==> config.mk <==
export PLATFORM = sky130hd
export DESIGN_NAME = any1_decode_stage
export DESIGN_NICKNAME = d
export VERILOG_FILES = /design/src/any1_decode_pkg.sv /design/src/any1_decode_stage.sv /design/src/fetch_capture.sv /design/src/inst_decoder.sv /design/src/inst_queue.sv
export SDC_FILE = /design/constraint.sdc
export NUM_CORES = 1
export LEC_CHECK = 0
export BUFFER_PORTS_ARGS = -buffer_cell sky130_fd_sc_hd__buf_2
export CAP_MARGIN = 20
export CELL_PAD_IN_SITES_DETAIL_PLACEMENT = 1
export CELL_PAD_IN_SITES_GLOBAL_PLACEMENT = 1
export CORE_MARGIN = 5
export CORE_UTILIZATION = 50
export DETAILED_ROUTE_END_ITERATION = 12
export PLACE_DENSITY = 0.74
export SLEW_MARGIN = 20
export SYNTH_ARGS = -nofsm -noshare
export SYNTH_HDL_FRONTEND = slang
export SYNTH_HIERARCHICAL = 1
export SYNTH_SLANG_ARGS = --single-unit
==> constraint.sdc <==
create_clock -name clk -period 20.7 [get_ports clk]
set_clock_uncertainty 0.2 [all_clocks]
set_input_delay 0 -clock clk [delete_from_list [all_inputs] [get_ports clk]]
set_output_delay 0 -clock clk [all_outputs]
set_load 0.02 [all_outputs]
==> src/any1_decode_pkg.sv <==
// Shared widths, opcode and function encodings and the instruction word views for decode

package any1_decode_pkg;

	// ======================================================================
	// Widths
	// ======================================================================

	// Data and address width of the core
	localparam int XLEN = 64;

	// Instruction word width
	localparam int INSN_W = 40;

	// Register specifier width
	localparam int REG_W = 6;

	typedef logic [XLEN-1:0] address_t;

	// ======================================================================
	// Major opcodes
	// ======================================================================

	// Only the scalar integer, branch and memory groups are listed
	typedef enum logic [7:0] {
		NOP   = 8'h00,
		BRK   = 8'h01,
		R1    = 8'h02,
		R2    = 8'h03,
		ADDI  = 8'h04,
		ANDI  = 8'h08,
		ORI   = 8'h09,
		XORI  = 8'h0A,
		SLTUI = 8'h0F,
		MULI  = 8'h16,
		DIVUI = 8'h1B,
		JAL   = 8'h40,
		BEQ   = 8'h48,
		BLTU  = 8'h4C,
		LDx   = 8'h60,
		STx   = 8'h70
	} opcode_e;

	// ======================================================================
	// Function codes for the R1 and R2 groups
	// ======================================================================

	// The R1 and R2 groups share one function field and the opcode tells
	// them apart, so some codes repeat between the two groups
	typedef enum logic [5:0] {
		ABS  = 6'h00,
		NOT  = 6'h02,
		ADD  = 6'h04,
		SUB  = 6'h05,
		AND  = 6'h08,
		OR   = 6'h09,
		XOR  = 6'h0A,
		MUL  = 6'h10,
		DIV  = 6'h14,
		SLLI = 6'h20,
		SLTU = 6'h2C
	} func_e;

	// CTPOP is an R1 function with the same encoding as SUB in R2
	localparam func_e CTPOP = func_e'(6'h05);

	// ======================================================================
	// Instruction word formats
	// ======================================================================

	// Register to register format, also used for the immediate groups
	// where bits 35..20 carry the constant
	typedef struct packed {
		logic [7:0]       unused;
		func_e            func;
		logic [REG_W-1:0] rb;
		logic [REG_W-1:0] ra;
		logic [REG_W-1:0] rt;
		opcode_e          opcode;
	} r2_fmt_t;

	// Load format with a 12 bit displacement
	typedef struct packed {
		logic [7:0]       unused;
		logic [11:0]      disp;
		logic [REG_W-1:0] ra;
		logic [REG_W-1:0] rt;
		opcode_e          opcode;
	} ld_fmt_t;

	// Store format, the displacement is split around the rb field
	typedef struct packed {
		logic [7:0]       unused;
		logic [5:0]       disphi;
		logic [REG_W-1:0] rb;
		logic [REG_W-1:0] ra;
		logic [5:0]       displo;
		opcode_e          opcode;
	} st_fmt_t;

	// One instruction word read through whichever view the opcode selects
	typedef union packed {
		r2_fmt_t r2_fmt;
		ld_fmt_t ld_fmt;
		st_fmt_t st_fmt;
	} insn_u;

endpackage

==> src/any1_decode_stage.sv <==
// Decode stage top level joining fetch capture, instruction queue and decoder

`timescale 1ns/1ps

module any1_decode_stage import any1_decode_pkg::*; #(
	parameter int QUEUE_DEPTH = 4
) (
	input  logic             clk,
	input  logic             rst_n,
	input  logic             fetch_req,
	input  insn_u            fetch_ir,
	input  address_t         fetch_ip,
	output logic             fetch_ack,
	output logic             dec_req,
	input  logic             dec_ack,
	output address_t         dec_ip,
	output insn_u            dec_ir,
	output logic [REG_W-1:0] dec_rt,
	output logic [REG_W-1:0] dec_ra,
	output logic [REG_W-1:0] dec_rb,
	output logic [XLEN-1:0]  dec_imm,
	output logic             dec_rfwr,
	output logic             dec_ui,
	output logic             dec_need_rb,
	output logic             dec_mc,
	output logic             dec_is_signed,
	output logic             dec_branch,
	output logic             dec_mem_op
);

	// Producer side of the queue
	logic     push;
	insn_u    push_ir;
	address_t push_ip;
	logic     full;

	// Consumer side of the queue
	logic     pop;
	logic     empty;
	insn_u    head_ir;
	address_t head_ip;

	fetch_capture u_capture (
		.clk       (clk),
		.rst_n     (rst_n),
		.fetch_req (fetch_req),
		.fetch_ir  (fetch_ir),
		.fetch_ip  (fetch_ip),
		.full      (full),
		.fetch_ack (fetch_ack),
		.push      (push),
		.push_ir   (push_ir),
		.push_ip   (push_ip)
	);

	inst_queue #(
		.QUEUE_DEPTH (QUEUE_DEPTH)
	) u_queue (
		.clk     (clk),
		.rst_n   (rst_n),
		.push    (push),
		.push_ir (push_ir),
		.push_ip (push_ip),
		.pop     (pop),
		.full    (full),
		.empty   (empty),
		.head_ir (head_ir),
		.head_ip (head_ip)
	);

	inst_decoder u_decoder (
		.clk           (clk),
		.rst_n         (rst_n),
		.empty         (empty),
		.head_ir       (head_ir),
		.head_ip       (head_ip),
		.dec_ack       (dec_ack),
		.pop           (pop),
		.dec_req       (dec_req),
		.dec_ip        (dec_ip),
		.dec_ir        (dec_ir),
		.dec_rt        (dec_rt),
		.dec_ra        (dec_ra),
		.dec_rb        (dec_rb),
		.dec_imm       (dec_imm),
		.dec_rfwr      (dec_rfwr),
		.dec_ui        (dec_ui),
		.dec_need_rb   (dec_need_rb),
		.dec_mc        (dec_mc),
		.dec_is_signed (dec_is_signed),
		.dec_branch    (dec_branch),
		.dec_mem_op    (dec_mem_op)
	);

endmodule

==> src/fetch_capture.sv <==
// Fetch capture stage that acknowledges fetch requests and pushes each word into the queue

`timescale 1ns/1ps

module fetch_capture import any1_decode_pkg::*; (
	input  logic     clk,
	input  logic     rst_n,
	input  logic     fetch_req,
	input  insn_u    fetch_ir,
	input  address_t fetch_ip,
	input  logic     full,
	output logic     fetch_ack,
	output logic     push,
	output insn_u    push_ir,
	output address_t push_ip
);

	localparam logic WAIT_REQ = 1'b0;
	localparam logic WAIT_REL = 1'b1;

	logic state;
	logic take;

	// A new request is taken only while the queue has room for it
	assign take = (state == WAIT_REQ) && fetch_req && !full;

	// Acknowledge is held from the capture until the request is dropped
	assign fetch_ack = (state == WAIT_REL);

	always_ff @(posedge clk or negedge rst_n) begin
		if (!rst_n) begin
			state <= WAIT_REQ;
			push  <= 1'b0;
		end else begin
			// One push per transfer, issued the cycle after the capture
			push <= take;
			case (state)
				WAIT_REQ: begin
					if (take) begin
						state <= WAIT_REL;
					end
				end
				WAIT_REL: begin
					if (!fetch_req) begin
						state <= WAIT_REQ;
					end
				end
				default: begin
					state <= WAIT_REQ;
				end
			endcase
		end
	end

	// Word and address are held here until the queue writes them
	always_ff @(posedge clk) begin
		if (take) begin
			push_ir <= fetch_ir;
			push_ip <= fetch_ip;
		end
	end

endmodule

==> src/inst_decoder.sv <==
// Instruction decoder that pops the queue, decodes the head and offers the bundle to issue

`timescale 1ns/1ps

module inst_decoder import any1_decode_pkg::*; (
	input  logic             clk,
	input  logic             rst_n,
	input  logic             empty,
	input  insn_u            head_ir,
	input  address_t         head_ip,
	input  logic             dec_ack,
	output logic             pop,
	output logic             dec_req,
	output address_t         dec_ip,
	output insn_u            dec_ir,
	output logic [REG_W-1:0] dec_rt,
	output logic [REG_W-1:0] dec_ra,
	output logic [REG_W-1:0] dec_rb,
	output logic [XLEN-1:0]  dec_imm,
	output logic             dec_rfwr,
	output logic             dec_ui,
	output logic             dec_need_rb,
	output logic             dec_mc,
	output logic             dec_is_signed,
	output logic             dec_branch,
	output logic             dec_mem_op
);

	localparam logic [1:0] IDLE    = 2'd0;
	localparam logic [1:0] OFFER   = 2'd1;
	localparam logic [1:0] RELEASE = 2'd2;

	logic [1:0]       state;
	logic [15:0]      imm16;
	logic [REG_W-1:0] d_rt;
	logic [REG_W-1:0] d_ra;
	logic [REG_W-1:0] d_rb;
	logic [XLEN-1:0]  d_imm;
	logic             d_rfwr;
	logic             d_ui;
	logic             d_need_rb;
	logic             d_mc;
	logic             d_is_signed;
	logic             d_branch;
	logic             d_mem_op;
	logic             wr_rt;

	// ======================================================================
	// Combinational decode of the queue head
	// ======================================================================

	// Immediate groups carry a 16 bit constant above the ra field
	assign imm16 = head_ir[35:20];

	always_comb begin
		d_rt        = '0;
		d_ra        = head_ir.r2_fmt.ra;
		d_rb        = head_ir.r2_fmt.rb;
		d_imm       = '0;
		d_rfwr      = 1'b0;
		d_ui        = 1'b1;
		d_need_rb   = 1'b0;
		d_mc        = 1'b0;
		d_is_signed = 1'b1;
		d_branch    = 1'b0;
		d_mem_op    = 1'b0;
		// Set for every form that writes the rt field of the register file
		wr_rt       = 1'b0;

		case (head_ir.r2_fmt.opcode)
			NOP, BRK: begin
				d_ui = 1'b0;
			end
			R1: begin
				case (head_ir.r2_fmt.func)
					ABS, NOT, CTPOP: begin
						wr_rt = 1'b1;
					end
					default: begin
					end
				endcase
			end
			R2: begin
				d_need_rb = 1'b1;
				case (head_ir.r2_fmt.func)
					ADD, SUB, AND, OR, XOR: begin
						wr_rt = 1'b1;
					end
					MUL, DIV: begin
						wr_rt = 1'b1;
						d_mc  = 1'b1;
					end
					SLLI: begin
						wr_rt = 1'b1;
						// Shift amount sits in the rb field
						d_imm = {{(XLEN-REG_W){1'b0}}, head_ir.r2_fmt.rb};
					end
					SLTU: begin
						wr_rt       = 1'b1;
						d_is_signed = 1'b0;
					end
					default: begin
					end
				endcase
			end
			ADDI, MULI: begin
				wr_rt = 1'b1;
				d_imm = {{(XLEN-16){imm16[15]}}, imm16};
				d_mc  = (head_ir.r2_fmt.opcode == MULI);
			end
			ANDI: begin
				// Upper bits are ones so the mask leaves them untouched
				wr_rt = 1'b1;
				d_imm = {{(XLEN-16){1'b1}}, imm16};
			end
			ORI, XORI, SLTUI, DIVUI: begin
				wr_rt = 1'b1;
				d_imm = {{(XLEN-16){1'b0}}, imm16};
				if (head_ir.r2_fmt.opcode == SLTUI || head_ir.r2_fmt.opcode == DIVUI) begin
					d_is_signed = 1'b0;
				end
				d_mc = (head_ir.r2_fmt.opcode == DIVUI);
			end
			JAL: begin
				// Link register is one of the first four
				d_rt   = {{(REG_W-2){1'b0}}, head_ir[9:8]};
				d_imm  = {{(XLEN-26){head_ir[35]}}, head_ir[35:10]};
				d_rfwr = 1'b1;
				d_mc   = 1'b1;
				d_ui   = 1'b0;
			end
			BEQ, BLTU: begin
				d_imm       = {{(XLEN-14){head_ir[35]}}, head_ir[35:28], head_ir[13:8]};
				d_branch    = 1'b1;
				d_need_rb   = 1'b1;
				d_mc        = 1'b1;
				d_ui        = 1'b0;
				d_is_signed = (head_ir.r2_fmt.opcode != BLTU);
			end
			LDx: begin
				d_rt     = head_ir.ld_fmt.rt;
				d_rfwr   = 1'b1;
				d_mc     = 1'b1;
				d_mem_op = 1'b1;
				d_imm    = {{(XLEN-12){head_ir.ld_fmt.disp[11]}}, head_ir.ld_fmt.disp};
				d_ui     = 1'b0;
			end
			STx: begin
				d_need_rb = 1'b1;
				d_mc      = 1'b1;
				d_mem_op  = 1'b1;
				d_imm     = {{(XLEN-12){head_ir.st_fmt.disphi[5]}},
					head_ir.st_fmt.disphi, head_ir.st_fmt.displo};
				d_ui      = 1'b0;
			end
			default: begin
			end
		endcase

		if (wr_rt) begin
			d_rt   = head_ir.r2_fmt.rt;
			d_rfwr = 1'b1;
			d_ui   = 1'b0;
		end
	end

	// ======================================================================
	// Issue handshake
	// ======================================================================

	// Pop only when both handshake lines are low
	assign pop     = (state == IDLE) && !empty && !dec_ack;
	assign dec_req = (state == OFFER);

	always_ff @(posedge clk or negedge rst_n) begin
		if (!rst_n) begin
			state <= IDLE;
		end else begin
			case (state)
				IDLE: begin
					if (pop) begin
						state <= OFFER;
					end
				end
				OFFER: begin
					if (dec_ack) begin
						state <= RELEASE;
					end
				end
				RELEASE: begin
					if (!dec_ack) begin
						state <= IDLE;
					end
				end
				default: begin
					state <= IDLE;
				end
			endcase
		end
	end

	// Bundle is loaded with the pop and held for the whole offer
	always_ff @(posedge clk) begin
		if (pop) begin
			dec_ip        <= head_ip;
			dec_ir        <= head_ir;
			dec_rt        <= d_rt;
			dec_ra        <= d_ra;
			dec_rb        <= d_rb;
			dec_imm       <= d_imm;
			dec_rfwr      <= d_rfwr;
			dec_ui        <= d_ui;
			dec_need_rb   <= d_need_rb;
			dec_mc        <= d_mc;
			dec_is_signed <= d_is_signed;
			dec_branch    <= d_branch;
			dec_mem_op    <= d_mem_op;
		end
	end

endmodule

==> src/inst_queue.sv <==
// Instruction queue, a circular FIFO of instruction words and their addresses

`timescale 1ns/1ps

module inst_queue import any1_decode_pkg::*; #(
	parameter int QUEUE_DEPTH = 4
) (
	input  logic     clk,
	input  logic     rst_n,
	input  logic     push,
	input  insn_u    push_ir,
	input  address_t push_ip,
	input  logic     pop,
	output logic     full,
	output logic     empty,
	output insn_u    head_ir,
	output address_t head_ip
);

	localparam int PTR_W = (QUEUE_DEPTH > 1) ? $clog2(QUEUE_DEPTH) : 1;
	localparam int CNT_W = $clog2(QUEUE_DEPTH + 1);
	localparam logic [PTR_W-1:0] LAST_PTR = PTR_W'(QUEUE_DEPTH - 1);
	localparam logic [CNT_W-1:0] MAX_CNT = CNT_W'(QUEUE_DEPTH);

	insn_u            mem_ir [QUEUE_DEPTH];
	address_t         mem_ip [QUEUE_DEPTH];
	logic [PTR_W-1:0] wr_ptr;
	logic [PTR_W-1:0] rd_ptr;
	logic [CNT_W-1:0] count;

	assign full  = (count == MAX_CNT);
	assign empty = (count == '0);

	// Oldest entry is always presented at the head
	assign head_ir = mem_ir[rd_ptr];
	assign head_ip = mem_ip[rd_ptr];

	// Pointers wrap at the last slot so any depth works
	always_ff @(posedge clk or negedge rst_n) begin
		if (!rst_n) begin
			wr_ptr <= '0;
			rd_ptr <= '0;
			count  <= '0;
		end else begin
			if (push) begin
				wr_ptr <= (wr_ptr == LAST_PTR) ? '0 : wr_ptr + 1'b1;
			end
			if (pop) begin
				rd_ptr <= (rd_ptr == LAST_PTR) ? '0 : rd_ptr + 1'b1;
			end
			case ({push, pop})
				2'b10: begin
					count <= count + 1'b1;
				end
				2'b01: begin
					count <= count - 1'b1;
				end
				default: begin
					count <= count;
				end
			endcase
		end
	end

	always_ff @(posedge clk) begin
		if (push) begin
			mem_ir[wr_ptr] <= push_ir;
			mem_ip[wr_ptr] <= push_ip;
		end
	end

endmodule
==> impl_metrics.csv <==
group,metric,value,unit
timing,tightest_slew,1.04,ns
cells_and_area,design_area,0.0304,sq mm
yosys,ys_ff_latch,674,
die,rows,80,
yosys,syn_avg_cell_area,23.6,sq um
cells_and_area,fin_util,63.5,%
timing,hold_viol,0,
min_path,min_to,"u_decoder/state[1]",
pwr,powerDensity,132,mW/mm^2
yosys,syn_area,0.0243,sq mm
yosys,syn_nets,1146,
place,post_dp_cell_area,0.0261,sq mm
worst_setup_path,ff2ff_setup_slack,15.93,ns
cts,clk_pin_slew,0.06,ns
detailed_routing,drtIter0Drc,933,
yosys,synthCells,1031,
global_routing,grt_pass1_wl,85600,um
die,initial_core_util,50.7,%
global_routing,grt_max_degree,146,
timing,fin_setup_tns,0,ns
yosys,ys.flop_type,"edfxtp_1",
cts,cts_tree,"done",
pwr,ir_worst_vdd,0.0000701,V
cts,cts.sinks,674,
cts,insertion_delay,0.59,ns
worst_setup_path,path_max_fanout,41,
yosys,synth.largest_area_cell,"edfxtp_1",
timing,fin_crit,4.77,ns
detailed_routing,vias,12063,
worst_setup_path,worst_setup_path_end_kind,"flip-flop",
timing,whs,0.0518,ns
cts,cts_inserted_buffers,68,
pwr,p_leak,10.6,nW
cells_and_area,drive_gt1_share,33.3,%
cts,cts_hold_buf,214,
pwr,sequentialPowerShare,47.8,%
cells_and_area,nNetsFinal,1657,
worst_setup_path,cp_slowest_cell,"dfrtp_4",
min_path,min_path_type,"input port to flip-flop",
die,pin_count,303,
yosys,ys_warn_count,6,
place,port_buffers,302,
die,die_x,231,um
cts,cts_resized,0,
pwr,combPwrFrac,22.3,%
detailed_routing,wl,56700,um
yosys,synth_area_leaders,"edfxtp_1 (82%), mux4_2 (9.6%), buf_4 (1.6%)",
worst_setup_path,crit_path_start_kind,"flip-flop",
timing,slew_violations,0,
cells_and_area,multi_input_area,0.00353,sq mm
run_status,status,"finished, final reports clean",
cells_and_area,fillers,3995,
global_routing,grt_pass1_vias,13179,
die,core_area,0.0479,sq mm
yosys,synth_edf_count,663,
detailed_routing,drc_errors,0,
worst_setup_path,cp_cell_sequence,"buf_4 > mux4_2 > nor4b_2 > nand2_1 > nor3_2 > and2_1 > a221o_1",
worst_setup_path,arrival,5.02,ns
pwr,switching_share,29.2,%
cts,cts_setup_buffers,0,
cells_and_area,ff_latch_area,0.0202,sq mm
global_routing,gr-total-overflow,0,
worst_setup_path,r2r-end,"u_decoder/dec_imm[4]",
min_path,whs_path_depth,3,
yosys,ys_types,61,
yosys,seq_area_frac_synth,83.0,%
min_path,worstHoldStart,"dec_ack",
timing,rsz0062_at_grt,"false",
worst_setup_path,required,20.95,ns
detailed_routing,ant_nets,0,
timing,setup_viol,0,
timing,fin_crit_sh,23.0,%
cts,max-clock-path-buffers,3,
timing,slew_headroom,30.2,%
detailed_routing,via_per_inst,5.45,
place,gp_congestion,0.848,
global_routing,antenna_found_initial,7,
worst_setup_path,r2r-start,"u_queue/rd_ptr[0]",
detailed_routing,drtPass1Iterations,5,
worst_setup_path,slowest_delay,0.87,ns
detailed_routing,wl_per_cell,25.6,um
die,dieHeight,231,um
cells_and_area,syn_to_final_growth,25.2,%
run,maxCapViolations,0,
pwr,p_clk_share,30.0,%
cts,cts_htree_levels,3,
timing,fmax,0.210,GHz
global_routing,grt_use_total,21.4,%
cts,clock-root-buffer,"clkbuf_16",
pwr,p_int,2.85,mW
worst_setup_path,critPathKind,"flip-flop to flip-flop",
die,die_area,0.0531,sq mm
pwr,p_switching,1.18,mW
yosys,yosysTopAreaCellShare,81.9,%
pwr,finalPower,4.02,mW
yosys,async_reset_ff_share,1.63,%
worst_setup_path,reg2reg_depth,7,
place,hpwl,31300,um
[flip-flops by register name, indices dropped and copies added (netlist names), 2 cells and up]
signal and count:
u_capture/push_ip 64, u_queue/rd_ptr 2, u_queue/wr_ptr 2, u_queue/mem_ir 160
u_queue/count 3, u_decoder/dec_ip 64, u_decoder/state 2, u_decoder/dec_imm 26
u_queue/mem_ip 256, u_decoder/dec_rt 6, u_decoder/dec_ir 40, u_capture/push_ir 40
[cell usage after synthesis, types with 2 or more instances]
cell         n
or3_1        2
ha_1         6
nor4bb_1     4
nor3_1       2
or2_2        2
nand2b_1     4
edfxtp_1   663
nor2_1      12
inv_1       10
o2bb2ai_1    6
nor2b_1      4
a221o_1     10
buf_2       17
xor2_1       2
mux2_2       2
a21oi_1      4
o21ai_0      7
a211oi_1     2
o21a_1       2
a22oi_1      7
nand2_1     13
and3_1       4
a21o_1      12
a21boi_0     6
nand3_1      4
dfrtp_1     11
clkbuf_1     9
nor4_1       2
and2_1      11
mux4_2     104
buf_4       51
xnor2_1      2
buf_6        6
[layer usage]
layer	global-route usage, %	share of wire (%)
met1	28.2	40
met2	37.1	52
met3	4.52	6.4
met4	5.32	1.8
met5	0	0.048
[layout by cell type (no fill, tap or decap), types with 9 or more instances in the layout]
cell type	n
mux4_2	104
clkbuf_16	70
nand2_1	13
buf_2	302
dlygate4sd3_1	214
clkinv_1	11
a21o_1	12
nor2_1	12
edfxtp_1	663
a221o_1	10
clkinv_2	12
clkbuf_1	14
inv_1	10
dfrtp_1	9
buf_4	10
[worst max path at each step]
stage / from / end / slack (ns) / cells after the start
6_report: u_queue/rd_ptr[0] / u_decoder/dec_imm[4] / 15.93 / 7
5_1_grt: u_queue/rd_ptr[0] / u_decoder/dec_rt[5] / 15.42 / 7
4_1_cts: u_queue/rd_ptr[0] / u_decoder/dec_imm[2] / 15.87 / 7
3_5_place_dp: u_queue/rd_ptr[0] / u_decoder/dec_rt[5] / 15.92 / 7
3_3_place_gp: u_queue/rd_ptr[0] / u_decoder/dec_imm[5] / 16.01 / 7
2_1_floorplan: u_decoder/state[0] / u_queue/count[2] / 3.51 / 7
[layout make-up]
type / count / area share, %
Multi-Input combinational cell: 261 / 11.6
Antenna cell: 4 / 0.0329
Tap cell: 615 / 2.53
Sequential cell: 674 / 66.3
Clock inverter: 36 / 1.14
Inverter: 10 / 0.123
Timing Repair Buffer: 527 / 12.3
Clock buffer: 85 / 5.97
[through the flow]
| step | instances | setup slack (ns) |
|---|---|---|
| after floorplan | 1031 | 3.51 |
| after global placement | 1873 | 16.01 |
| after detailed placement | 1873 | 15.92 |
| after CTS | 2208 | 15.87 |
| after global routing | 2211 | 15.42 |
| final | 2212 | 15.93 |
[critical path, delay by kind of cell (launching register included)]
family                 cells  cell delay (ns)
AND/OR/NAND/NOR            4             1.91
flip-flops                 1             0.87
buffers and inverters      1             0.77
multiplexers               1             0.73
AO/OA/AOI/OAI              1             0.11
[power by group through the flow]
stage	registers [mW]	clock network, mW	logic, mW
final	1.92	1.21	0.896
after global routing	1.94	1.31	0.953
after CTS	1.92	1.22	0.906
after detailed placement	1.95	0	0.869
after global placement	1.93	0	0.861
after floorplan	2.00	0	0.568
[logic make-up after synthesis]
group,after synthesis,share of synthesized area (%)
fa+ha+maj,7,0.391
compound gates,68,2.22
xor+xnor,4,0.144
buf+inv,96,2.59
mux,107,9.77
flops,674,83.0
simple gates,75,1.89
No activity file was read; power rests on OpenSTA's default activity.
